<file path="src/source/thermo_pkg.sv">
package thermo_pkg;

  // ROM and function commands of the DS18B20.
  localparam logic [7:0] CMD_SKIP_ROM     = 8'hCC;
  localparam logic [7:0] CMD_CONVERT_T    = 8'h44;
  localparam logic [7:0] CMD_READ_SCRATCH = 8'hBE;

  // Reset and presence detect, in microseconds.
  localparam int unsigned T_RESET_LOW_US       = 480;
  localparam int unsigned T_PRESENCE_SAMPLE_US = 70;  // Counted from the release of the bus.
  localparam int unsigned T_RESET_RELEASE_US   = 480;

  // Time slots, in microseconds.
  localparam int unsigned T_SLOT_US        = 70;
  localparam int unsigned T_WRITE1_LOW_US  = 6;
  localparam int unsigned T_WRITE0_LOW_US  = 60;
  localparam int unsigned T_READ_LOW_US    = 2;
  localparam int unsigned T_READ_SAMPLE_US = 12;

  typedef enum logic [1:0] {
    SLOT_RESET,
    SLOT_WRITE0,
    SLOT_WRITE1,
    SLOT_READ
  } slot_kind_t;

  // Scratchpad bytes 0 and 1, two's complement in steps of 1/16 degree.
  typedef logic [15:0] raw_temp_t;

  typedef struct packed {
    logic       negative;
    logic [3:0] hundreds;
    logic [3:0] tens;
    logic [3:0] ones;
    logic [3:0] tenths;
  } temp_reading_t;

  // Active low, bit order gfedcba.
  localparam logic [0:9][6:0] SEG_GLYPH = {
    7'b1000000,
    7'b1111001,
    7'b0100100,
    7'b0110000,
    7'b0011001,
    7'b0010010,
    7'b0000010,
    7'b1111000,
    7'b0000000,
    7'b0010000
  };

  localparam logic [6:0] SEG_MINUS = 7'b0111111;  // Only segment g lit.

endpackage

</file>
<file path="src/source/temp_decimal_conv.sv">
module temp_decimal_conv (
  input  logic                      clk,
  input  logic                      rst_n,
  input  thermo_pkg::raw_temp_t     raw_temp,
  input  logic                      raw_valid,
  output thermo_pkg::temp_reading_t reading,
  output logic                      reading_valid
);

  logic [15:0]               mag;
  logic [11:0]               whole;
  logic [7:0]                frac10;
  thermo_pkg::temp_reading_t next_reading;

  assign mag    = raw_temp[15] ? (~raw_temp + 16'd1) : raw_temp;
  assign whole  = mag[15:4];  // Whole degrees.
  assign frac10 = {4'd0, mag[3:0]} * 8'd10;

  always_comb begin
    next_reading.negative = raw_temp[15];
    next_reading.hundreds = 4'(whole / 12'd100);
    next_reading.tens     = 4'((whole / 12'd10) % 12'd10);
    next_reading.ones     = 4'(whole % 12'd10);
    next_reading.tenths   = frac10[7:4];  // Sixteenths times ten, truncated to tenths.
  end

  always_ff @(posedge clk) begin
    if (raw_valid) reading <= next_reading;
  end

  always_ff @(posedge clk or negedge rst_n) begin
    if (!rst_n) reading_valid <= 1'b0;
    else reading_valid <= raw_valid;
  end

endmodule

</file>
<file path="config.mk">
export PLATFORM = sky130hd
export DESIGN_NAME = temp_decimal_conv
export DESIGN_NICKNAME = d
export VERILOG_FILES = /design/src/source/thermo_pkg.sv /design/src/source/temp_decimal_conv.sv
export SDC_FILE = /design/constraint.sdc
export NUM_CORES = 1
export LEC_CHECK = 0
export ABC_AREA = 1
export BUFFER_PORTS_ARGS = -buffer_cell sky130_fd_sc_hd__buf_4
export CORE_UTILIZATION = 50
export DETAILED_ROUTE_END_ITERATION = 6
export GPL_TIMING_DRIVEN = 0
export PLACE_DENSITY_LB_ADDON = 0.08
export SLEW_MARGIN = 20
export SYNTH_ARGS = -nofsm -noshare
export SYNTH_HDL_FRONTEND = slang
export SYNTH_SLANG_ARGS = --single-unit
</file>
<file path="constraint.sdc">
create_clock -name clk -period 0.8 [get_ports clk]
set_input_delay 0.04 -clock clk [delete_from_list [all_inputs] [get_ports clk]]
set_output_delay 0.04 -clock clk [all_outputs]
set_load 0.01 [all_outputs]
</file>
==> out/metrics.csv <==
metric,value,unit
status,"complete, but fails checks",
failing checks,setup timing,
most numerous cell types in the synthesized netlist,"nand2_1, inv_1, nand3_1, nor2_1, nand2_2",
count of inserted antenna diode cells,0,
global placer's final weighted congestion,0.8838,
highest clock frequency the design can meet,205.2,MHz
netlist area before placement,0.002730,mm²
fin util,85.68,%
switching component of the power,0.008551,W
synthesis-to-finish area growth,62.33,%
Hold Fails Final Rpt,0,
number of global-route vias before repair,2659,
effective utilization at floorplan,52.78,%
Sequential Power Share,10.8,%
slew at the pin with the worst max-slew slack,0.6150,ns
Total Power Consumption,0.01690,W
die outline height,75.90,µm
final critical-path share of the clock period,609.2,%
final worst-path setup slack,-4.073,ns
antenna violations before repair,0,
detailed placer's ending HPWL,4.760,mm
synthesized area per cell,6.516,µm²
CTS H-tree depth,1,
Port-buffer cells,36,
Main synth FF type,edfxtp_1,
total via count after detailed routing,3178,
TritonCTS clock tree,built,
fraction of synthesis flops using an asynchronous set or reset pin,5.556,%
clock net sink count,18,
floorplan die area,0.005760,mm²
clock tree root driver cell,clkbuf_8,
area fraction of the dominant cell type after synthesis,18.70,%
most common cell in the synthesized netlist,nand2_1,
number of cell rows,26,
maximum number of pins on one net before global-route repair,19,
time the worst path needs with I/O delays and setup,4.873,ns
cell class contributing the biggest share of worst-path delay,simple AND/OR/NAND/NOR gates,
endpoint kind of the worst setup timing path,flip-flop,
P per Cell Area,3813,mW/mm²
Yosys Warn Count,0,
Int Power,0.008348,W
dominant cell type by area after synthesis,edfxtp_1,
Layout Nets,558,
flip-flop and latch count after synthesis,18,
post-detailed-routing wire length,8.567,mm
# Max-Cap Violations,0,
# fillers,264,
gate count of the mapped netlist,419,
final setup violation count,31,
Hold WC Path Type,in2reg,
relative slew slack,58.86,%
horizontal die dimension,75.90,µm
unrepaired setup endpoints after global routing,yes,
critical path buffer and inverter count,8,
critical setup path kind,in2reg,
number of vias per cell after detailed routing,5.323,
data required time of the worst path,0.81,ns
critical path startpoint category,primary input,
number of clock buffers inserted by TritonCTS,3,
most numerous cell on the critical path,nand2_4,
largest fanout on the critical path,6,
relative contribution of the clock network to total power,4.3,%
Switching Share,50.60,%
Peak VDD IR,0.003624,V
number of pins exceeding their max-slew limit in the final report,0,
number of distinct library cells after synthesis,40,
Post-DRT Antenna Nets,0,
Leak Pwr,2.199,nW
Critical-path top delay cell,nor2_4,
"EDFF count, synth",17,
Synth area leaders,"edfxtp_1, nand2_1, inv_1, nand3_1, xor2_1",
share of layout cells above drive strength 1,51.61,%
Clock transition at path regs,0.06,ns
total grt overflow,0,
Top Ports,37,
delay contributed by the slowest stage of the critical path,0.15,ns
first-pass GRT wire length,11.59,mm
clk buf depth,2,
Comb pwr share,84.9,%
DRC violation count after routing,0,
post-DR wirelength/cell,14.35,µm
overall fraction of global-route tracks in use,26.09,%
drt pass-1 iters,5,
sequential cell area fraction in the yosys report,19.62,%
Starting DRT DRC Count,116,
"Net Count, Synth",449,
area inside the core boundary,0.005172,mm²
worst path arrival time,4.88,ns
[what timing repair did]
item,CTS,global route
resized for setup,57,79
buffers inserted,39,28
setup endpoints to repair,23,34
hold endpoints to repair,2,0
pin swaps,50,55
hold buffers,2,0
[state kept, by name, indices dropped and copies added (netlist names)]
signal	count
reading_valid	1
reading	17
[metrics by stage]
step / hold slack [ns] / worst slack, ns / TNS (ns) / instances / cell area, µm²
floorplan: -0.2556 / -3.771 / -37.04 / 419 / 2954
global placement: -0.1846 / -4.478 / -44.83 / 525 / 3312
detailed placement: -0.1835 / -4.578 / -45.91 / 525 / 3312
CTS: 0.03934 / -3.804 / -38.12 / 570 / 3924
global route: 0.03870 / -4.433 / -44.47 / 597 / 4432
finish: 0.03590 / -4.073 / -40.55 / 597 / 4432
[per-layer routing]
layer	vias to the layer above	share of wire, %	GRT usage (%)	routed length, µm
li1	1557	-	-	-
met1	1481	41	32.90	3546
met2	111	52	46.41	4427
met3	29	4.0	2.646	344
met4	0	2.9	8.436	249
met5	-	0	0	0
[power groups by stage]
stage	registers (W)	logic (W)	clock network, W
after global placement	0.00176	0.00940	0
final	0.00182	0.0143	0.000729
after global routing	0.00187	0.0154	0.000773
after detailed placement	0.00176	0.00962	0
after CTS	0.00175	0.0116	0.000720
after floorplan	0.00194	0.00768	0
[layout make-up]
cell class                      count  area (µm²)  share of cell area (%)
Multi-Input combinational cell    330        2531                   57.11
Timing Repair Buffer              104       895.9                   20.21
Sequential cell                    18       535.5                   12.08
Inverter                           69       296.5                   6.691
Tap cell                           70       87.58                   1.976
Clock buffer                        4       55.05                   1.242
Buffer                              2       30.03                  0.6776
[final timing paths]
path,end,startpoint,slack [ns],cells past startpoint
max in group asynchronous,reading_valid$_DFF_PN0_,rst_n,0.62,2
min,reading_valid$_DFF_PN0_,raw_valid,0.04,1
min in group asynchronous,reading_valid$_DFF_PN0_,rst_n,0.10,2
max,reading[11]$_DFFE_PP_,raw_temp[4],-4.07,51
[cell families (layout without fill, tap and decap cells)]
logic type	count (synthesis)	in the layout	share of synthesized area (%)
compound gates	27	27	7.746
xor+xnor	21	21	7.012
fa+ha+maj	11	11	5.316
buf+inv	71	179	9.807
flops	18	18	19.61
mux	2	2	0.7333
simple gates	269	269	49.77
[layout by cell type, fill, tap and decap left out, types with 2 or more instances in the layout]
| master | instances |
|---|---|
| a21oi_1 | 5 |
| ha_1 | 4 |
| nor3_1 | 2 |
| nand3_1 | 26 |
| nand2_1 | 97 |
| nand2_2 | 30 |
| buf_4 | 76 |
| xor2_1 | 15 |
| inv_4 | 5 |
| clkbuf_8 | 4 |
| o21ai_0 | 7 |
| nand3_4 | 11 |
| a21oi_4 | 5 |
| o21ai_4 | 2 |
| nand3_2 | 13 |
| inv_2 | 21 |
| nor2_1 | 18 |
| buf_8 | 3 |
| dlygate4sd3_1 | 2 |
| xor2_2 | 3 |
| nand4_1 | 9 |
| inv_1 | 40 |
| nor2_2 | 10 |
| nand3b_1 | 2 |
| nor2_4 | 12 |
| o21ai_1 | 3 |
| edfxtp_1 | 17 |
| xnor2_1 | 3 |
| buf_6 | 24 |
| ha_4 | 6 |
| nand2_4 | 33 |
| nand4_4 | 2 |
| nand2_8 | 2 |
(Power assumes the default switching activity.)
