--- config.mk ---
export PLATFORM = sky130hd
export DESIGN_NAME = fan_control
export DESIGN_NICKNAME = d
export VERILOG_FILES = /design/src/source/thermo_pkg.sv /design/src/source/fan_control.sv
export SDC_FILE = /design/constraint.sdc
export NUM_CORES = 1
export LEC_CHECK = 0
export ABC_AREA = 1
export BUFFER_PORTS_ARGS = -buffer_cell sky130_fd_sc_hd__buf_2
export CAP_MARGIN = 0
export CORE_ASPECT_RATIO = 1.5
export CORE_UTILIZATION = 30
export CTS_CLUSTER_SIZE = 16
export DETAILED_ROUTE_END_ITERATION = 8
export GPL_TIMING_DRIVEN = 0
export MAX_ROUTING_LAYER = met4
export SETUP_SLACK_MARGIN = 0.05
export SKIP_LAST_GASP = 1
export SLEW_MARGIN = 20
export SYNTH_ARGS = -nofsm -noshare
export SYNTH_HDL_FRONTEND = slang
export SYNTH_SLANG_ARGS = --single-unit
--- constraint.sdc ---
create_clock -name clk -period 1.4 [get_ports clk]
set_clock_uncertainty 0.05 [all_clocks]
set_input_delay 0.14 -clock clk [delete_from_list [all_inputs] [get_ports clk]]
set_output_delay 0.14 -clock clk [all_outputs]
set_load 0.02 [all_outputs]
--- src/source/thermo_pkg.sv ---
package thermo_pkg;

  // ROM and function commands of the DS18B20.
  localparam logic [7:0] CMD_SKIP_ROM     = 8'hCC;
  localparam logic [7:0] CMD_CONVERT_T    = 8'h44;
  localparam logic [7:0] CMD_READ_SCRATCH = 8'hBE;

  // Reset and presence detect, in microseconds.
  localparam int unsigned T_RESET_LOW_US       = 480;
  localparam int unsigned T_PRESENCE_SAMPLE_US = 70;  // Counted from the release of the bus.
  localparam int unsigned T_RESET_RELEASE_US   = 480;

  // Time slots, in microseconds.
  localparam int unsigned T_SLOT_US        = 70;
  localparam int unsigned T_WRITE1_LOW_US  = 6;
  localparam int unsigned T_WRITE0_LOW_US  = 60;
  localparam int unsigned T_READ_LOW_US    = 2;
  localparam int unsigned T_READ_SAMPLE_US = 12;

  typedef enum logic [1:0] {
    SLOT_RESET,
    SLOT_WRITE0,
    SLOT_WRITE1,
    SLOT_READ
  } slot_kind_t;

  // Scratchpad bytes 0 and 1, two's complement in steps of 1/16 degree.
  typedef logic [15:0] raw_temp_t;

  typedef struct packed {
    logic       negative;
    logic [3:0] hundreds;
    logic [3:0] tens;
    logic [3:0] ones;
    logic [3:0] tenths;
  } temp_reading_t;

  // Active low, bit order gfedcba.
  localparam logic [0:9][6:0] SEG_GLYPH = {
    7'b1000000,
    7'b1111001,
    7'b0100100,
    7'b0110000,
    7'b0011001,
    7'b0010010,
    7'b0000010,
    7'b1111000,
    7'b0000000,
    7'b0010000
  };

  localparam logic [6:0] SEG_MINUS = 7'b0111111;  // Only segment g lit.

endpackage

--- src/source/fan_control.sv ---
module fan_control #(
  parameter int FAN_ON_C = 26
) (
  input  logic                      clk,
  input  logic                      rst_n,
  input  thermo_pkg::temp_reading_t reading,
  input  logic                      reading_valid,
  output logic                      fan_en
);

  logic [10:0] whole_c;

  assign whole_c = reading.hundreds * 11'd100 + reading.tens * 11'd10 + 11'(reading.ones);

  // The decision holds until the next reading arrives.
  always_ff @(posedge clk or negedge rst_n) begin
    if (!rst_n) begin
      fan_en <= 1'b0;
    end else if (reading_valid) begin
      fan_en <= !reading.negative && (whole_c >= 11'(FAN_ON_C));
    end
  end

endmodule

==> metrics.json <==
{
  "cts.reportedPaths.clkPinSlew_ns": 0,
  "maxSlewHeadroom": 0.819,
  "first_pass_iteration_count_of_the_detailed_router": 4,
  "worstPathBufferInverterCount": 2,
  "detail_route.wirelength_um": 1760,
  "antenna_found_initial": 0,
  "grt_start_max_net_pins": 7,
  "reg2reg_depth": 2,
  "drtAntennaViolNets": 0,
  "synth_seq_area_share": 0.0287,
  "largest_register_ff_count": 1,
  "largest_register": "fan_en",
  "slack_of_the_worst_reg_to_reg_path_ns": 0.77,
  "area_grow_syn2layout_pct": 29.4,
  "number_of_synthesized_register_bits": 1,
  "hold_wc_path_type": "input pin to flip-flop",
  "hold-path-endpoint": "fan_en",
  "synthFlopType": "dfrtp_1",
  "yosysMostFrequentCell": "nand2_1",
  "layout_worst_path_cycle_share": 1.93,
  "cpMostUsedCell": "nand2_1",
  "cp-end-kind": "flip-flop",
  "power.combinational.fraction": 0.955,
  "port_buffers": 15,
  "cp_cell_sequence": "buf_2 -> ha_4 -> ha_2 -> fa_2 -> xor2_1 -> ha_1 -> ha_4 -> nand2_2 -> nor2_1 -> nand2_1 -> nand3_1 -> nand2_1 -> nand2_1 -> nand2_1 -> nand2_1 -> nand2_1 -> inv_1 -> nand2_1 -> nand2_1 -> nand2_1",
  "floorplan.die.height_um": 68.0,
  "p_int_uw": 375,
  "critPathSlowestCell": "fa_2",
  "multi_input_area_um2": 851,
  "finalNonFillerCells": 188,
  "sequentialPowerShare": 0.045,
  "timing.final.max_slew_violations": 0,
  "async_flop_share": 1.00,
  "final.setup.tns_ns": -1.30,
  "drt_drc_violations_left": 0,
  "grt_pass1_vias": 844,
  "synth_commonest_cells": "nand2_1, ha_1, inv_1",
  "critPathArrivalTime_ns": 2.53,
  "max-vdd-ir-drop_mv": 0.319,
  "worst_slack_ns": -1.30,
  "layout.filler_cells": 296,
  "detailed_place.area_mm2": 0.00105,
  "power.switching_fraction": 0.518,
  "place_inst": 185,
  "synth.largest_area_cell": "ha_1",
  "crit_type": "input pin to flip-flop",
  "detailedRoute.firstIterationViolations": 8,
  "routed_via_density": 4.41,
  "grt_first_pass_wirelength_um": 3260,
  "grt_setup_unrepaired": "true",
  "maxCapViolCount": 0,
  "netlist_area_before_placement_um2": 872,
  "run_status": "finished with violations",
  "fp.coreArea_mm2": 0.00271,
  "gp_congestion": 0.777,
  "dieWidth_um": 46.0,
  "kind_of_launch_point_of_the_worst_setup_path": "input pin",
  "synth.lib_cells_used.distinct": 17,
  "number_of_top_level_design_ports": 21,
  "pwr_density_cell_mw_per_mm2": 689,
  "synth_fp_nets": 183,
  "top_regs": "fan_en (1)",
  "power.net_switching_uw": 402,
  "timing.final.setup_violations": 1,
  "design.die.area_mm2": 0.00313,
  "yosys-top-cells-area": "ha_1, nand2_1, fa_1",
  "holdPathStages": 4,
  "floorplan.initialDensity": 0.322,
  "yosysTopAreaCellShare": 0.359,
  "worst_r2r_startpoint": "fan_en",
  "edff_count_synth": 0,
  "final_cell_area_mm2": 0.00113,
  "timing.critical_path.slowest_cell_delay_ns": 0.34,
  "report.power.total_uw": 777,
  "antenna-diode-count": 0,
  "leakage_power_uw": 0.000624,
  "r2r-end": "fan_en",
  "critPathTopFamily": "adder cells",
  "worst_slew_pin_slew_ns": 0.270,
  "vias": 829,
  "grt.overflow.total": 0,
  "clkPwrFrac": 0,
  "route.detailed.wl_per_inst_um": 9.38,
  "achievable-frequency_mhz": 371,
  "finalCriticalPeriod_ns": 2.70,
  "post-place-ws_ns": -1.37,
  "hold_crit_start": "reading[16]",
  "drive_gt1_frac": 0.205,
  "report.final.hold_viol_count": 0,
  "syn_area_per_cell_um2": 6.56,
  "globalRouteTotalUtil": 0.138,
  "syn_inst": 133,
  "worstSkewPairLatency_ns": 0,
  "required_ns": 1.23,
  "synth-warning-count": 0,
  "dp_hpwl_um": 1600,
  "violated_checks": "setup timing",
  "placement_rows": 23,
  "crit_path_max_fanout": 5,
  "design.final.nets": 203,
  "seq_area_um2": 25.0
}
==> power groups by stage <==
stage / registers, uW / clock network (uW) / logic [uW]
CTS: 34.7 / 0 / 753
global placement: 34.5 / 0 / 689
detailed placement: 34.6 / 0 / 703
floorplan: 39.2 / 0 / 545
finish: 34.7 / 0 / 742
global route: 35.2 / 0 / 860
==> worst min-delay path, delay by kind of cell <==
kind | cells | cell delay [ns]
buf+inv | 1 | 0.07
simple gates | 3 | 0.12
==> layer usage <==
layer  GRT usage  vias to the layer above  part of all wire
li1            -                      453                 -
met1       0.140                      361              0.42
met2       0.294                       15              0.56
met3           0                        0             0.023
met4           0                        0                 0
met5           -                        -                 0
==> metrics by stage <==
| stage | util | hold slack (ns) |
|---|---|---|
| floorplan | - | -0.206 |
| finish | 0.417 | 0.337 |
| global route | 0.417 | 0.390 |
| CTS | 0.417 | 0.337 |
| detailed placement | 0.388 | -0.133 |
| global placement | 0.388 | -0.135 |
==> placed cells by master, fill, tap and decap left out <==
| master | count |
|---|---|
| fa_1 | 4 |
| or2_2 | 1 |
| nand4_1 | 2 |
| o21bai_1 | 1 |
| inv_2 | 1 |
| nor2_2 | 1 |
| ha_2 | 2 |
| nand3_1 | 10 |
| nand2_2 | 1 |
| or2_1 | 1 |
| xnor2_1 | 2 |
| inv_1 | 24 |
| o21ai_0 | 1 |
| nor2_1 | 10 |
| buf_2 | 13 |
| buf_4 | 2 |
| ha_1 | 16 |
| fa_2 | 1 |
| dlygate4sd3_1 | 1 |
| ha_4 | 7 |
| xor2_1 | 1 |
| dfrtp_1 | 1 |
| nand3b_1 | 1 |
| a21oi_1 | 2 |
| buf_6 | 2 |
| nand2_1 | 43 |
==> cells by family (layout without fill, tap and decap cells) <==
family | Yosys count | in the layout | share of synthesized area
simple gates | 70 | 70 | 0.334
fa+ha+maj | 30 | 30 | 0.473
buf+inv | 25 | 43 | 0.108
compound gates | 4 | 4 | 0.0258
xor+xnor | 3 | 3 | 0.0301
flops | 1 | 1 | 0.0287
==> worst max path at each step <==
stage	start	end	slack, ns	cells past startpoint
6_report	reading[9]	fan_en	-1.30	20
5_1_grt	reading[9]	fan_en	-1.51	20
4_1_cts	reading[9]	fan_en	-1.31	20
3_5_place_dp	reading[9]	fan_en	-1.37	20
3_3_place_gp	reading[12]	fan_en	-1.36	21
2_1_floorplan	reading[9]	fan_en	-1.09	19
==> area by class of cell <==
type                            instances  area share
Multi-Input combinational cell        107       0.754
Sequential cell                         1      0.0222
Tap cell                               37      0.0410
Timing Repair Buffer                   18      0.0998
Inverter                               25      0.0831
==> timing repair <==
action                     CTS  global route
cloned                       0             0
setup buffers                2             0
hold buffers                 1             0
hold endpoints to repair     1             0
pin swaps                    7             0
gates resized for setup     11             0
setup endpoints to repair    1             1
(Power assumes the default switching activity.)
