==> src/source/thermo_pkg.sv <==
package thermo_pkg;

  // ROM and function commands of the DS18B20.
  localparam logic [7:0] CMD_SKIP_ROM     = 8'hCC;
  localparam logic [7:0] CMD_CONVERT_T    = 8'h44;
  localparam logic [7:0] CMD_READ_SCRATCH = 8'hBE;

  // Reset and presence detect, in microseconds.
  localparam int unsigned T_RESET_LOW_US       = 480;
  localparam int unsigned T_PRESENCE_SAMPLE_US = 70;  // Counted from the release of the bus.
  localparam int unsigned T_RESET_RELEASE_US   = 480;

  // Time slots, in microseconds.
  localparam int unsigned T_SLOT_US        = 70;
  localparam int unsigned T_WRITE1_LOW_US  = 6;
  localparam int unsigned T_WRITE0_LOW_US  = 60;
  localparam int unsigned T_READ_LOW_US    = 2;
  localparam int unsigned T_READ_SAMPLE_US = 12;

  typedef enum logic [1:0] {
    SLOT_RESET,
    SLOT_WRITE0,
    SLOT_WRITE1,
    SLOT_READ
  } slot_kind_t;

  // Scratchpad bytes 0 and 1, two's complement in steps of 1/16 degree.
  typedef logic [15:0] raw_temp_t;

  typedef struct packed {
    logic       negative;
    logic [3:0] hundreds;
    logic [3:0] tens;
    logic [3:0] ones;
    logic [3:0] tenths;
  } temp_reading_t;

  // Active low, bit order gfedcba.
  localparam logic [0:9][6:0] SEG_GLYPH = {
    7'b1000000,
    7'b1111001,
    7'b0100100,
    7'b0110000,
    7'b0011001,
    7'b0010010,
    7'b0000010,
    7'b1111000,
    7'b0000000,
    7'b0010000
  };

  localparam logic [6:0] SEG_MINUS = 7'b0111111;  // Only segment g lit.

endpackage

==> src/source/onewire_slot_engine.sv <==
module onewire_slot_engine #(
  parameter int CLKS_PER_US = 50
) (
  input  logic                   clk,
  input  logic                   rst_n,
  input  logic                   slot_req,
  input  thermo_pkg::slot_kind_t slot_kind,
  output logic                   slot_busy,
  output logic                   slot_done,
  output logic                   slot_bit,
  output logic                   bus_low,
  input  logic                   bus_in
);

  localparam int PW = (CLKS_PER_US > 1) ? $clog2(CLKS_PER_US) : 1;

  logic [PW-1:0]          pre_cnt;
  logic                   us_tick;
  logic [9:0]             us_cnt;
  thermo_pkg::slot_kind_t kind_q;
  logic [9:0]             low_us;
  logic [9:0]             sample_us;
  logic [9:0]             last_us;
  logic                   sample_en;

  // The prescaler restarts with every slot, so each slot lasts a whole number of microseconds.
  assign us_tick = slot_busy && (pre_cnt == PW'(CLKS_PER_US - 1));

  always_comb begin
    sample_en = 1'b0;
    sample_us = '0;
    case (kind_q)
      thermo_pkg::SLOT_RESET: begin
        low_us    = 10'(thermo_pkg::T_RESET_LOW_US);
        sample_en = 1'b1;
        sample_us = 10'(thermo_pkg::T_RESET_LOW_US + thermo_pkg::T_PRESENCE_SAMPLE_US);
        last_us   = 10'(thermo_pkg::T_RESET_LOW_US + thermo_pkg::T_RESET_RELEASE_US - 1);
      end
      thermo_pkg::SLOT_WRITE0: begin
        low_us  = 10'(thermo_pkg::T_WRITE0_LOW_US);
        last_us = 10'(thermo_pkg::T_SLOT_US);  // One microsecond of recovery on top.
      end
      thermo_pkg::SLOT_WRITE1: begin
        low_us  = 10'(thermo_pkg::T_WRITE1_LOW_US);
        last_us = 10'(thermo_pkg::T_SLOT_US);
      end
      default: begin
        low_us    = 10'(thermo_pkg::T_READ_LOW_US);
        sample_en = 1'b1;
        sample_us = 10'(thermo_pkg::T_READ_SAMPLE_US);
        last_us   = 10'(thermo_pkg::T_SLOT_US);
      end
    endcase
  end

  always_ff @(posedge clk or negedge rst_n) begin
    if (!rst_n) begin
      slot_busy <= 1'b0;
      slot_done <= 1'b0;
      slot_bit  <= 1'b0;
      bus_low   <= 1'b0;
      pre_cnt   <= '0;
      us_cnt    <= '0;
      kind_q    <= thermo_pkg::SLOT_RESET;
    end else begin
      slot_done <= 1'b0;
      if (slot_req) begin
        slot_busy <= 1'b1;
        bus_low   <= 1'b1;  // Every slot kind starts with a low pulse.
        kind_q    <= slot_kind;
        pre_cnt   <= '0;
        us_cnt    <= '0;
      end else if (slot_busy) begin
        pre_cnt <= us_tick ? '0 : pre_cnt + 1'b1;
        if (sample_en && us_cnt == sample_us && pre_cnt == '0) begin
          // A presence pulse pulls the bus low.
          slot_bit <= (kind_q == thermo_pkg::SLOT_RESET) ? !bus_in : bus_in;
        end
        if (us_tick) begin
          us_cnt <= us_cnt + 1'b1;
          if (us_cnt + 10'd1 == low_us) begin
            bus_low <= 1'b0;
          end
          if (us_cnt == last_us) begin
            slot_busy <= 1'b0;
            slot_done <= 1'b1;
            bus_low   <= 1'b0;
          end
        end
      end
    end
  end

  a_no_req_when_busy: assert property (@(posedge clk) disable iff (!rst_n)
    slot_req |-> !slot_busy)
    else $error("Slot request arrived while a slot was running.");

  a_low_inside_slot: assert property (@(posedge clk) disable iff (!rst_n)
    bus_low |-> slot_busy)
    else $error("Bus driven low outside a slot.");

endmodule

==> config.mk <==
export PLATFORM = sky130hd
export DESIGN_NAME = onewire_slot_engine
export DESIGN_NICKNAME = d
export VERILOG_FILES = /design/src/source/thermo_pkg.sv /design/src/source/onewire_slot_engine.sv
export SDC_FILE = /design/constraint.sdc
export NUM_CORES = 1
export LEC_CHECK = 0
export ABC_AREA = 0
export BUFFER_PORTS_ARGS = -buffer_cell sky130_fd_sc_hd__buf_2
export CAP_MARGIN = 10
export CORE_MARGIN = 5
export CORE_UTILIZATION = 62
export DETAILED_ROUTE_END_ITERATION = 8
export PLACE_DENSITY = 0.81
export SLEW_MARGIN = 20
export SYNTH_ARGS = -nofsm -noshare
export SYNTH_HDL_FRONTEND = slang
export SYNTH_SLANG_ARGS = --single-unit
==> constraint.sdc <==
create_clock -name clk -period 3.4 [get_ports clk]
set_clock_uncertainty 0.2 [all_clocks]
set_input_delay 0.68 -clock clk [delete_from_list [all_inputs] [get_ports clk]]
set_output_delay 0.68 -clock clk [all_outputs]
set_load 0.005 [all_outputs]
==> impl_metrics.csv <==
group,metric,value,unit
logic_synthesis,async_flop_share,1.00,
sta,rsz0062_at_grt,"no",
finish,area_delta_synth_final,1.17,%
clock_tree,htree_levels,1,
critical_path,crit_path_start_kind,"flop",
routing,totalWireLength,3140,um
logic_synthesis,netlist_instances,170,
sta,finalSetupViolCount,0,
routing,drt.antenna.violating_nets,0,
finish,fin_nets,186,
critical_path,max_stage_delay,560,ps
global_routing,grt_max_degree,26,
clock_tree,cts.clk_slew.worst_paths,130,ps
routing,drt_pass1_iterations,4,
pwr,cellPowerDensity,333,nW/um^2
global_routing,grt_antenna_before_repair,0,
global_routing,grt_pass1_vias,1242,
critical_path,r2r_slack,1090,ps
place,dpl_cell_area,1570,sq um
run,cap_viol_max_count,0,
finish,diodes,0,
sta,fin_ws,1090,ps
global_routing,grt_pass1_wl,5680,um
clock_tree,cts_setup_buffers,0,
critical_path,path_max_fanout,12,
critical_path,worstPathRequired,3420,ps
logic_synthesis,syn_area,1610,sq um
critical_path,worstSetupPathType,"flop to flop",
finish,design_area,1630,sq um
logic_synthesis,synth_edf_count,0,
critical_path,path_cells,"nor3b_2, nand4_2, or3_1, nor3_2, a211oi_1",
logic_synthesis,yosysTopAreaCell,"dfrtp_1",
logic_synthesis,synth-main-ff-cell,"dfrtp_1",
sta,slew_viol_final,0,
clock_tree,cts_tree,"done",
worst_hold_path,hold_path.class,"primary input to asynchronous set/reset pin",
logic_synthesis,yosysWarnings,0,
logic_synthesis,synth.top_cell.area_share,0.342,
clock_tree,clockRootBuffer,"clkbuf_4",
die,start_util,0.649,
critical_path,arrival,2330,ps
outcome,status,"finished, final reports clean",
sta,finalCritPeriodShare,0.680,
sta,tightest_slew,489,ps
global_routing,grt_overflow,0,
die,die-area,3710,sq um
place,gp_congestion,0.867,
logic_synthesis,synth.distinct_cells,50,
logic_synthesis,synth_fp_nets,185,
clock_tree,cts_resized,0,
sta,hold_viol_final,0,
pwr,p_leak,0.684,nW
routing,num_vias,1206,
clock_tree,cts_made_buffers,3,
routing,wire_per_inst,15.7,um
sta,max_freq,433,MHz
clock_tree,cts_hold_buf,0,
routing,vias_per_cell,6.03,
routing,drtIter0Drc,53,
die,core_area,2480,sq um
logic_synthesis,synth-seq-cells,22,
global_routing,grt_usage,0.205,
clock_tree,clk-insertion-delay-late,320,ps
sta,whs,93.4,ps
place,port_buffers,9,
die,die_w,60.9,um
place,pre_cts_ws,1130,ps
pwr,peakVddDrop,0.269,mV
sta,period_minus_slack,2310,ps
finish,drive_gt1_frac,0.141,
logic_synthesis,syn-mean-instance-area,9.46,sq um
critical_path,cp_slowest_cell,"dfrtp_1",
logic_synthesis,yosys-top-cells-area,"dfrtp_1 (34%), xnor2_1 (7.1%), ha_1 (7.0%)",
sta,slew_headroom,0.674,
pwr,p_total,0.541,mW
clock_tree,cts.sinks,22,
die,rows,18,
critical_path,endpoint_kind,"flop",
logic_synthesis,seq_area_frac_synth,0.342,
clock_tree,cts_max_path_buffers,2,
die,die_y,60.9,um
die,io_pins,10,
routing,remaining_drc_errors,0,
place,dp.final_hpwl,2360,um
sta,tns,0,ps
per-layer routing:
metal  global-route usage  up-vias  routed length (um)
met5                    0        -                   0
li1                     -      599                   -
met3               0.0277        3                 163
met4               0.0805        0                  26
met1                0.259      571                1340
met2                0.353       33                1620
cell families (layout without fill, tap and decap cells):
group	count (synthesis)	in the layout	share of synthesized area
compound gates	28	28	0.116
xor+xnor	19	19	0.112
fa+ha+maj	9	9	0.0700
buf+inv	18	18	0.0840
flops	22	22	0.342
mux	1	1	0.00700
simple gates	73	73	0.268
sequential cells by signal, indices dropped and copies added (netlist names):
register   count
bus_low        1
kind_q         2
us_cnt        10
pre_cnt        6
slot_bit       1
slot_busy      1
slot_done      1
cells in the final DEF, fill, tap and decap left out, types with 2 or more instances in the layout:
master	n
nand3_1	4
ha_1	9
nand2_1	13
a211oi_1	2
o21ai_0	7
and4_1	2
clkbuf_4	3
nand2b_1	2
and3_1	3
a31oi_1	2
nand4_1	3
nor4_1	2
nor3_2	2
xor2_1	5
buf_2	9
inv_1	5
a21oi_1	4
or3_1	3
nor3_1	11
nor2_1	17
xnor2_1	13
o211ai_1	2
dfrtp_1	22
per-stage QoR:
step,cells,utilization
after global routing,200,0.657
after detailed placement,196,0.635
final,200,0.657
after CTS,200,0.657
after floorplan,170,-
after global placement,196,0.635
area by class of cell:
| type | instances | area [sq um] |
|---|---|---|
| multi-input combinational | 130 | 922 |
| fill | 205 | 851 |
| sequential | 22 | 551 |
| timing repair buffer | 9 | 45.0 |
| tap | 30 | 37.5 |
| clock inverter | 1 | 30.0 |
| clock buffer | 3 | 22.5 |
| inverter | 5 | 18.8 |
synthesized netlist by cell type (2+ instances only):
master / count
ha_1: 9
nor3_1: 11
dfrtp_1: 22
clkbuf_1: 2
a21oi_1: 4
xnor2_1: 13
nand4_1: 3
clkbuf_8: 4
nor4_1: 2
xor2_1: 5
nand2b_1: 2
buf_2: 3
nand3_1: 4
a31oi_1: 2
nor2_1: 17
buf_6: 3
o211ai_1: 2
and4_1: 2
or3_1: 3
o21ai_0: 7
inv_1: 5
and3_1: 3
nand2_1: 13
a211oi_1: 2
nor3_2: 2
path summary, 6_finish.rpt:
path                       startpoint        end  depth (start not counted)
hold / removal                  rst_n  slot_done                          1
setup / recovery            slot_busy    bus_low                          5
max in group asynchronous       rst_n  kind_q[1]                          1
hold reg to reg              slot_bit   slot_bit                          2
min in group clk             slot_bit   slot_bit                          2
setup reg to reg            slot_busy    bus_low                          5
worst max-delay path, delay by kind of cell (launching register included):
kind	cells	cell delay, ps
flip-flops	1	560
AND/OR/NAND/NOR	4	1370
AO/OA/AOI/OAI	1	70
power by group:
group	switching, mW	internal (mW)	total (mW)	leakage, nW
clock	0.0858	0.119	0.205	0.0279
combinational	0.0375	0.0254	0.0629	0.366
sequential	0.00607	0.267	0.273	0.291
total	0.129	0.412	0.541	0.684
Power figures use the tool's default switching activity.
