### src/source/thermo_pkg.sv
package thermo_pkg;

  // ROM and function commands of the DS18B20.
  localparam logic [7:0] CMD_SKIP_ROM     = 8'hCC;
  localparam logic [7:0] CMD_CONVERT_T    = 8'h44;
  localparam logic [7:0] CMD_READ_SCRATCH = 8'hBE;

  // Reset and presence detect, in microseconds.
  localparam int unsigned T_RESET_LOW_US       = 480;
  localparam int unsigned T_PRESENCE_SAMPLE_US = 70;  // Counted from the release of the bus.
  localparam int unsigned T_RESET_RELEASE_US   = 480;

  // Time slots, in microseconds.
  localparam int unsigned T_SLOT_US        = 70;
  localparam int unsigned T_WRITE1_LOW_US  = 6;
  localparam int unsigned T_WRITE0_LOW_US  = 60;
  localparam int unsigned T_READ_LOW_US    = 2;
  localparam int unsigned T_READ_SAMPLE_US = 12;

  typedef enum logic [1:0] {
    SLOT_RESET,
    SLOT_WRITE0,
    SLOT_WRITE1,
    SLOT_READ
  } slot_kind_t;

  // Scratchpad bytes 0 and 1, two's complement in steps of 1/16 degree.
  typedef logic [15:0] raw_temp_t;

  typedef struct packed {
    logic       negative;
    logic [3:0] hundreds;
    logic [3:0] tens;
    logic [3:0] ones;
    logic [3:0] tenths;
  } temp_reading_t;

  // Active low, bit order gfedcba.
  localparam logic [0:9][6:0] SEG_GLYPH = {
    7'b1000000,
    7'b1111001,
    7'b0100100,
    7'b0110000,
    7'b0011001,
    7'b0010010,
    7'b0000010,
    7'b1111000,
    7'b0000000,
    7'b0010000
  };

  localparam logic [6:0] SEG_MINUS = 7'b0111111;  // Only segment g lit.

endpackage

### src/source/seg_display_scan.sv
module seg_display_scan #(
  parameter int SCAN_CLKS = 65536
) (
  input  logic                      clk,
  input  logic                      rst_n,
  input  thermo_pkg::temp_reading_t reading,
  input  logic                      reading_valid,
  output logic [7:0]                seg,
  output logic [3:0]                an
);

  localparam int SW = $clog2(SCAN_CLKS + 1);

  logic [SW-1:0] scan_cnt;
  logic [1:0]    digit;
  logic          shown;
  logic [6:0]    glyph;

  function automatic logic [6:0] glyph_of(input logic [3:0] d);
    if (d > 4'd9) glyph_of = 7'h7F;  // Blank for anything that is not a decimal digit.
    else glyph_of = thermo_pkg::SEG_GLYPH[d];
  endfunction

  always_comb begin
    case (digit)
      2'd0:    glyph = glyph_of(reading.tenths);
      2'd1:    glyph = glyph_of(reading.ones);
      2'd2:    glyph = glyph_of(reading.tens);
      default: glyph = reading.negative ? thermo_pkg::SEG_MINUS : glyph_of(reading.hundreds);
    endcase
  end

  always_ff @(posedge clk or negedge rst_n) begin
    if (!rst_n) begin
      scan_cnt <= '0;
      digit    <= '0;
      shown    <= 1'b0;
      an       <= 4'b1111;
      seg      <= 8'hFF;
    end else begin
      if (reading_valid) shown <= 1'b1;
      if (scan_cnt == SW'(SCAN_CLKS - 1)) begin
        scan_cnt <= '0;
        digit    <= digit + 1'b1;
      end else begin
        scan_cnt <= scan_cnt + 1'b1;
      end
      if (shown) begin
        an  <= ~(4'b0001 << digit);
        seg <= {digit != 2'd1, glyph};  // Decimal point after the ones digit.
      end
    end
  end

  a_one_anode: assert property (@(posedge clk) disable iff (!rst_n)
    $onehot0(~an))
    else $error("More than one anode active.");

endmodule

### config.mk
export PLATFORM = sky130hd
export DESIGN_NAME = seg_display_scan
export DESIGN_NICKNAME = d
export VERILOG_FILES = /design/src/source/thermo_pkg.sv /design/src/source/seg_display_scan.sv
export SDC_FILE = /design/constraint.sdc
export NUM_CORES = 1
export LEC_CHECK = 0
export ABC_AREA = 1
export BUFFER_PORTS_ARGS = -buffer_cell sky130_fd_sc_hd__buf_2
export CAP_MARGIN = 30
export CORE_UTILIZATION = 55
export CTS_BUF_LIST = sky130_fd_sc_hd__clkbuf_2 sky130_fd_sc_hd__clkbuf_4 sky130_fd_sc_hd__clkbuf_8
export CTS_CLUSTER_SIZE = 25
export DETAILED_ROUTE_END_ITERATION = 10
export GPL_TIMING_DRIVEN = 0
export PLACE_DENSITY_LB_ADDON = 0.3
export SETUP_SLACK_MARGIN = 0.5
export SLEW_MARGIN = 20
export SYNTH_ARGS = -nofsm -noshare
export SYNTH_HDL_FRONTEND = slang
export SYNTH_SLANG_ARGS = --single-unit
### constraint.sdc
create_clock -name clk -period 3.3 [get_ports clk]
set_input_delay 0.66 -clock clk [delete_from_list [all_inputs] [get_ports clk]]
set_output_delay 0.66 -clock clk [all_outputs]
set_load 0.005 [all_outputs]
==> results of run 1 <==
[layout make-up]
cell class              instances  area (µm²)
clock buffers                   7        90.1
well taps                      50        62.6
fillers                       369        1390
inverters                      45         171
multi-input cells             239        1340
repair buffers                 31         155
clock inverters                 1        5.00
plain buffers                   6        30.0
flip-flops and latches         31         790
[registers in the layout, indices dropped and copies added (netlist names)]
signal / cells
an: 3
digit: 2
scan_cnt: 17
seg: 8
shown: 1
[critical path: stages, from the launching register on]
cell	delay [ns]
dfstp_2	0.55
buf_4	0.10
buf_2	0.09
[per-layer routing]
layer | track usage | vias to the layer above
met3 | 0.0565 | 6
met1 | 0.296 | 909
met5 | 0 | -
met2 | 0.359 | 32
met4 | 0.0691 | 0
li1 | - | 1075
[path summary, 6_finish.rpt]
check / start / end / slack, ns
setup / recovery: seg[7] / seg[7] / 1.61
hold / removal: rst_n / shown / 0.39
min in group clk: scan_cnt[0] / scan_cnt[0] / 0.47
hold reg to reg: scan_cnt[0] / scan_cnt[0] / 0.47
setup reg to reg: digit[1] / seg[5] / 1.69
max in group asynchronous: rst_n / digit[0] / 2.48
[cell families (layout without fill, tap and decap cells)]
logic type	count (synthesis)	count (layout)	synth area share
AND/OR/NAND/NOR	166	166	0.311
buffers and inverters	51	90	0.0864
AO/OA/AOI/OAI	34	34	0.0757
flip-flops	31	31	0.339
adder cells (fa/ha/maj)	26	26	0.140
XOR/XNOR	13	13	0.0488
[cell usage in the layout (no fill, tap or decap), types with 2 or more instances in the layout]
cell / instances
dfstp_2: 11
clkbuf_1: 2
xnor2_1: 3
nor2_1: 30
a21oi_1: 5
nand3b_1: 3
inv_1: 43
clkbuf_8: 6
o21ai_0: 27
buf_2: 34
nand4_1: 3
nor2_4: 2
dfrtp_1: 20
nand2_1: 96
xor2_1: 10
nand3_1: 26
ha_1: 26
[power breakdown]
part           internal (mW)  total [mW]  switching (mW)
registers              0.395       0.399         0.00461
logic                 0.0432       0.115          0.0720
clock network          0.176       0.319           0.143
total                  0.614       0.834           0.219
[per-stage QoR]
step	worst slack [ns]	area, µm²	utilization
after floorplan	1.73	2330	-
after global placement	1.47	2550	0.633
after detailed placement	1.43	2550	0.633
after CTS	1.61	2640	0.656
after global routing	1.54	2640	0.656
final	1.61	2640	0.656
==> out/metrics.cfg, run 1 <==
[status]
outcome=complete, no violations

[yosys]
synth_edf_count=0
async_flop_share=1.00
synth_area_um2=2330
syn_avg_cell_area_um2=7.26
seq_area_frac_synth=0.339
yosysWarnings=0
ys_types=27
syn_inst=321
yosys-top-cells-area=dfrtp_1 (21%), nand2_1 (15%), ha_1 (14%)
synth_area_leader_cell=dfrtp_1
synth.most_common_cell=nand2_1
ys.flop_type=dfrtp_1
ys_ff_latch=31
synth_top_area_share=0.215
mappedNetlistNets=367
synth.top_cells.by_count=nand2_1 (96), inv_1 (43), nor2_1 (30)

[timing]
period_minus_slack_ns=1.69
setup_violations=0
fin_skew_ns=0.00388
rsz0062_at_grt=no
finalHoldWorstSlack_ns=0.394
post-route-period-util=0.511
fmax_mhz=593
hold_viol=0
tightest_slew_ns=0.649
tns_ns=0
final_max_slew_viol_count=0
slew_headroom=0.568

[routing]
ant_nets=0
drt_pass1_iterations=4
wl_met3_um=169
num_vias=2022
viasPerCell=4.93
drt_iter0_drc=84
met1_length_um=2300
highest_layer=met4
wire_per_inst_um=11.0
wl_met2_um=1980
drc_errors=0
postRouteWirelength_um=4500

[clock_network]
cts_tree=yes
cts_buffers=5
clk_pin_slew_worst_paths_ns=0.07
worstSkewPairLatency_ns=0.29
clkSinkCount=31
postCtsHoldBufs=0
cts_resized=0
htree_num_levels=2
cts-root-buf=clkbuf_8
cts_buffer_depth=2
post_cts_buffers=0

[worst_hold_path]
hp-class=in -> async

[floorplanning]
die_y_um=67.1
fp.dieArea_um2=4500
start_util=0.579
ios=32
coreArea_um2=4030
die_x_um=67.1
rows=23

[global_route]
antenna_found_initial=0
track_usage=0.225
grt_pass1_wl_um=7600
grt-ovfl-total=0
grt_start_max_net_pins=32
grt_pass1_vias=1820

[setup_path]
arrival_ns=1.03
worstRegToRegCells=8
end_kind=output port
worstPathRequired_ns=2.64
cp-start-kind=register
critPathKind=reg -> out
critPathMaxFanout=3

[placed_design]
portBuffers=31
dp.cells=402
dp_hpwl_um=3450
globalplace.congestion=0.848

[power_and_ir_drop]
ir_drop_uv=209
power_per_cell_area_nw_per_um2=315
total_power_mw=0.834
p_leak_nw=1.45

[finish]
antennaDiodeCount=0
final_cells=410
drive_gt1_frac=0.178
area_delta_synth_final_pct=13.4
nets=405

[run]
cap_violations=0

Note: power is estimated with default switching activity, not from simulation.
==> run 2: changes to the inputs <==
--- a/config.mk
+++ b/config.mk
@@ -8,7 +8,7 @@
 export ABC_AREA = 1
 export BUFFER_PORTS_ARGS = -buffer_cell sky130_fd_sc_hd__buf_2
 export CAP_MARGIN = 30
-export CORE_UTILIZATION = 55
+export CORE_UTILIZATION = 54
 export CTS_BUF_LIST = sky130_fd_sc_hd__clkbuf_2 sky130_fd_sc_hd__clkbuf_4 sky130_fd_sc_hd__clkbuf_8
 export CTS_CLUSTER_SIZE = 25
 export DETAILED_ROUTE_END_ITERATION = 10
==> constraint.sdc (replaced) <==
create_clock -name clk -period 1.37 [get_ports clk]
set_input_delay 0.274 -clock clk [delete_from_list [all_inputs] [get_ports clk]]
set_output_delay 0.274 -clock clk [all_outputs]
set_load 0.005 [all_outputs]
==> run 2 against run 1 <==
Total power rose to 2.7 times the previous value. Critical endpoint is now scan_cnt[13]. Final area rose by 25%. Clock skew about the same. Clock power grew to 2.9 times the previous value. The run now ends with negative setup slack left. Largest cell class unchanged.
==> out/metrics.cfg, run 2 (synthesis results as in run 1) <==
[status]
outcome=finished, violations left
violations=negative setup slack

[timing]
slew_headroom=0.547  ; -0.0202
final_max_slew_viol_count=0  ; unchanged
period_minus_slack_ns=1.60
fmax_mhz=626
rsz0062_at_grt=yes
post-route-period-util=1.17
hold_viol=0  ; unchanged
fin_skew_ns=0.00412  ; +0.000245 ns
setup_violations=16  ; +16
finalHoldWorstSlack_ns=0.0244  ; -0.370 ns
tightest_slew_ns=0.679  ; +0.0302 ns
layout_setup_ws_ns=-0.227  ; -1.84 ns

[clock_network]
postCtsHoldBufs=0  ; unchanged
cts_tree=yes
htree_num_levels=2  ; unchanged
cts_buffers=5  ; unchanged
cts_buffer_depth=2  ; unchanged
clkSinkCount=31  ; unchanged
cts-root-buf=clkbuf_8
clk_pin_slew_worst_paths_ns=0.06  ; about the same
worstSkewPairLatency_ns=0.29  ; about the same

[setup_path]
timing.rr.start=scan_cnt[0]
worstPathRequired_ns=1.54  ; -1.10 ns
critPathKind=reg -> reg
cp-start-kind=register
critPathMaxFanout=3  ; unchanged
arrival_ns=1.77  ; +0.74 ns
critPathLaunch=scan_cnt[0]
end_kind=register

[finish]
mostFrequentLayoutCell=nand2_1
largest_reg_flops=17  ; unchanged
layout.cells.most_common_list=nand2_1 (72), inv_1 (38), buf_2 (24)
antennaDiodeCount=0  ; unchanged
top_register=scan_cnt
fin_util=0.811  ; +0.155
final_cells=438  ; +6.8%
area_delta_synth_final_pct=42.1
nets=433  ; +6.9%
drive_gt1_frac=0.397  ; +0.219
reg_top3=scan_cnt x17, seg x8, an x3

[floorplanning]
rows=23  ; unchanged
die_x_um=67.7  ; +0.89%
ios=32  ; unchanged
start_util=0.570  ; -0.00815
coreArea_um2=4090  ; +1.4%
die_y_um=67.7  ; +0.89%
fp.dieArea_um2=4580  ; +1.8%

[power_and_ir_drop]
p_leak_nw=1.72  ; +19%
total_power_mw=2.25  ; +170%
power_per_cell_area_nw_per_um2=680  ; +120%
ir_drop_uv=684  ; +230%

[global_route]
grt_pass1_vias=1964  ; +7.9%
busiest_layer=met2
use_met2=0.403  ; +0.0447
grt-ovfl-total=0  ; unchanged
grt_pass1_wl_um=8470  ; +11%
grtUsageMet3=0.0439  ; -0.0126
track_usage=0.248  ; +0.0230
grt_start_max_net_pins=32  ; unchanged
use_met1=0.328  ; +0.0325
antenna_found_initial=1  ; +1

[routing]
num_vias=2325  ; +15%
wire_per_inst_um=14.3  ; +30%
postRouteWirelength_um=6280  ; +39%
drt_iter0_drc=135  ; +61%
drc_errors=0  ; unchanged
drt_pass1_iterations=5  ; +1
ant_nets=0  ; unchanged
viasPerCell=5.31  ; +7.6%

[placed_design]
dp.cells=402  ; unchanged
portBuffers=31  ; unchanged
globalplace.congestion=0.832  ; -1.8%
place_ws_ns=-0.167  ; -1.60 ns
dp_hpwl_um=3400  ; -1.5%

[worst_hold_path]
hp-class=in -> async

[run]
cap_violations=0  ; unchanged

[run 2: cell types whose count changed in the layout (fill, tap and decap cells not counted), moves of 7 or more]
cell | before | now
nor2_1 | 30 | 23
o21ai_0 | 27 | 13
nand2_2 | 1 | 19
nand3_1 | 26 | 19
o21ai_1 | 0 | 8
buf_4 | 1 | 19
buf_2 | 34 | 24
nand2_1 | 96 | 72
buf_6 | 0 | 14
[run 2: what timing repair did]
item | CTS | global route
setup endpoints to repair | 42 | 42
cloned | 3 | 0
pin swaps | 21 | 28
endpoints found under the hold margin | 0 | 0
buffers inserted | 16 | 9
resized for setup | 34 | 49
[run 2: layout make-up]
| class | instances | area (µm²) |
|---|---|---|
| multi-input combinational | 239 | 1620 |
| sequential | 31 | 792 |
| fill | 234 | 773 |
| timing repair buffer | 58 | 430 |
| inverter | 45 | 191 |
| buffer | 6 | 96.3 |
| clock buffer | 6 | 82.6 |
| tap | 50 | 62.6 |
| clock inverter | 2 | 35.0 |
| timing repair inverter | 1 | 6.26 |
[run 2: per-layer routing]
layer	routed length, µm	share of wire	up-vias
met5	8	0.0013	-
met4	108	0.017	2
met3	322	0.051	19
met2	3090	0.49	87
met1	2740	0.44	1082
li1	-	-	1135
[run 2: final timing paths]
| kind | endpoint | slack (ns) | depth (start not counted) |
|---|---|---|---|
| max | scan_cnt[13] | -0.23 | 8 |
| min | shown | 0.02 | 1 |
| max reg2reg | scan_cnt[13] | -0.23 | 8 |
| min reg2reg | seg[3] | 0.48 | 2 |
| max in group asynchronous | digit[1] | 0.87 | 1 |
| min in group clk | shown | 0.19 | 2 |
[run 2: critical path: stages, from the launching register on]
cell and delay, ns:
dfrtp_1 0.40, buf_4 0.14, nand3_1 0.11, inv_1 0.12, nand2_2 0.10, nor2_2 0.22, nand2_1 0.13, o21ai_0 0.19
nor2_1 0.07
[run 2: where the power goes]
part / total [mW] / leakage (nW) / switching (mW) / internal [mW]
clock: 0.939 / 0.0612 / 0.351 / 0.588
sequential: 0.967 / 0.372 / 0.0155 / 0.951
combinational: 0.348 / 1.29 / 0.214 / 0.135
[run 2: per-stage QoR]
stage | area, µm² | TNS (ns)
after floorplan | 2450 | -0.113
after CTS | 3050 | -1.02
after global placement | 2670 | -1.58
after detailed placement | 2670 | -1.81
after global routing | 3310 | -3.24
final | 3310 | -1.99
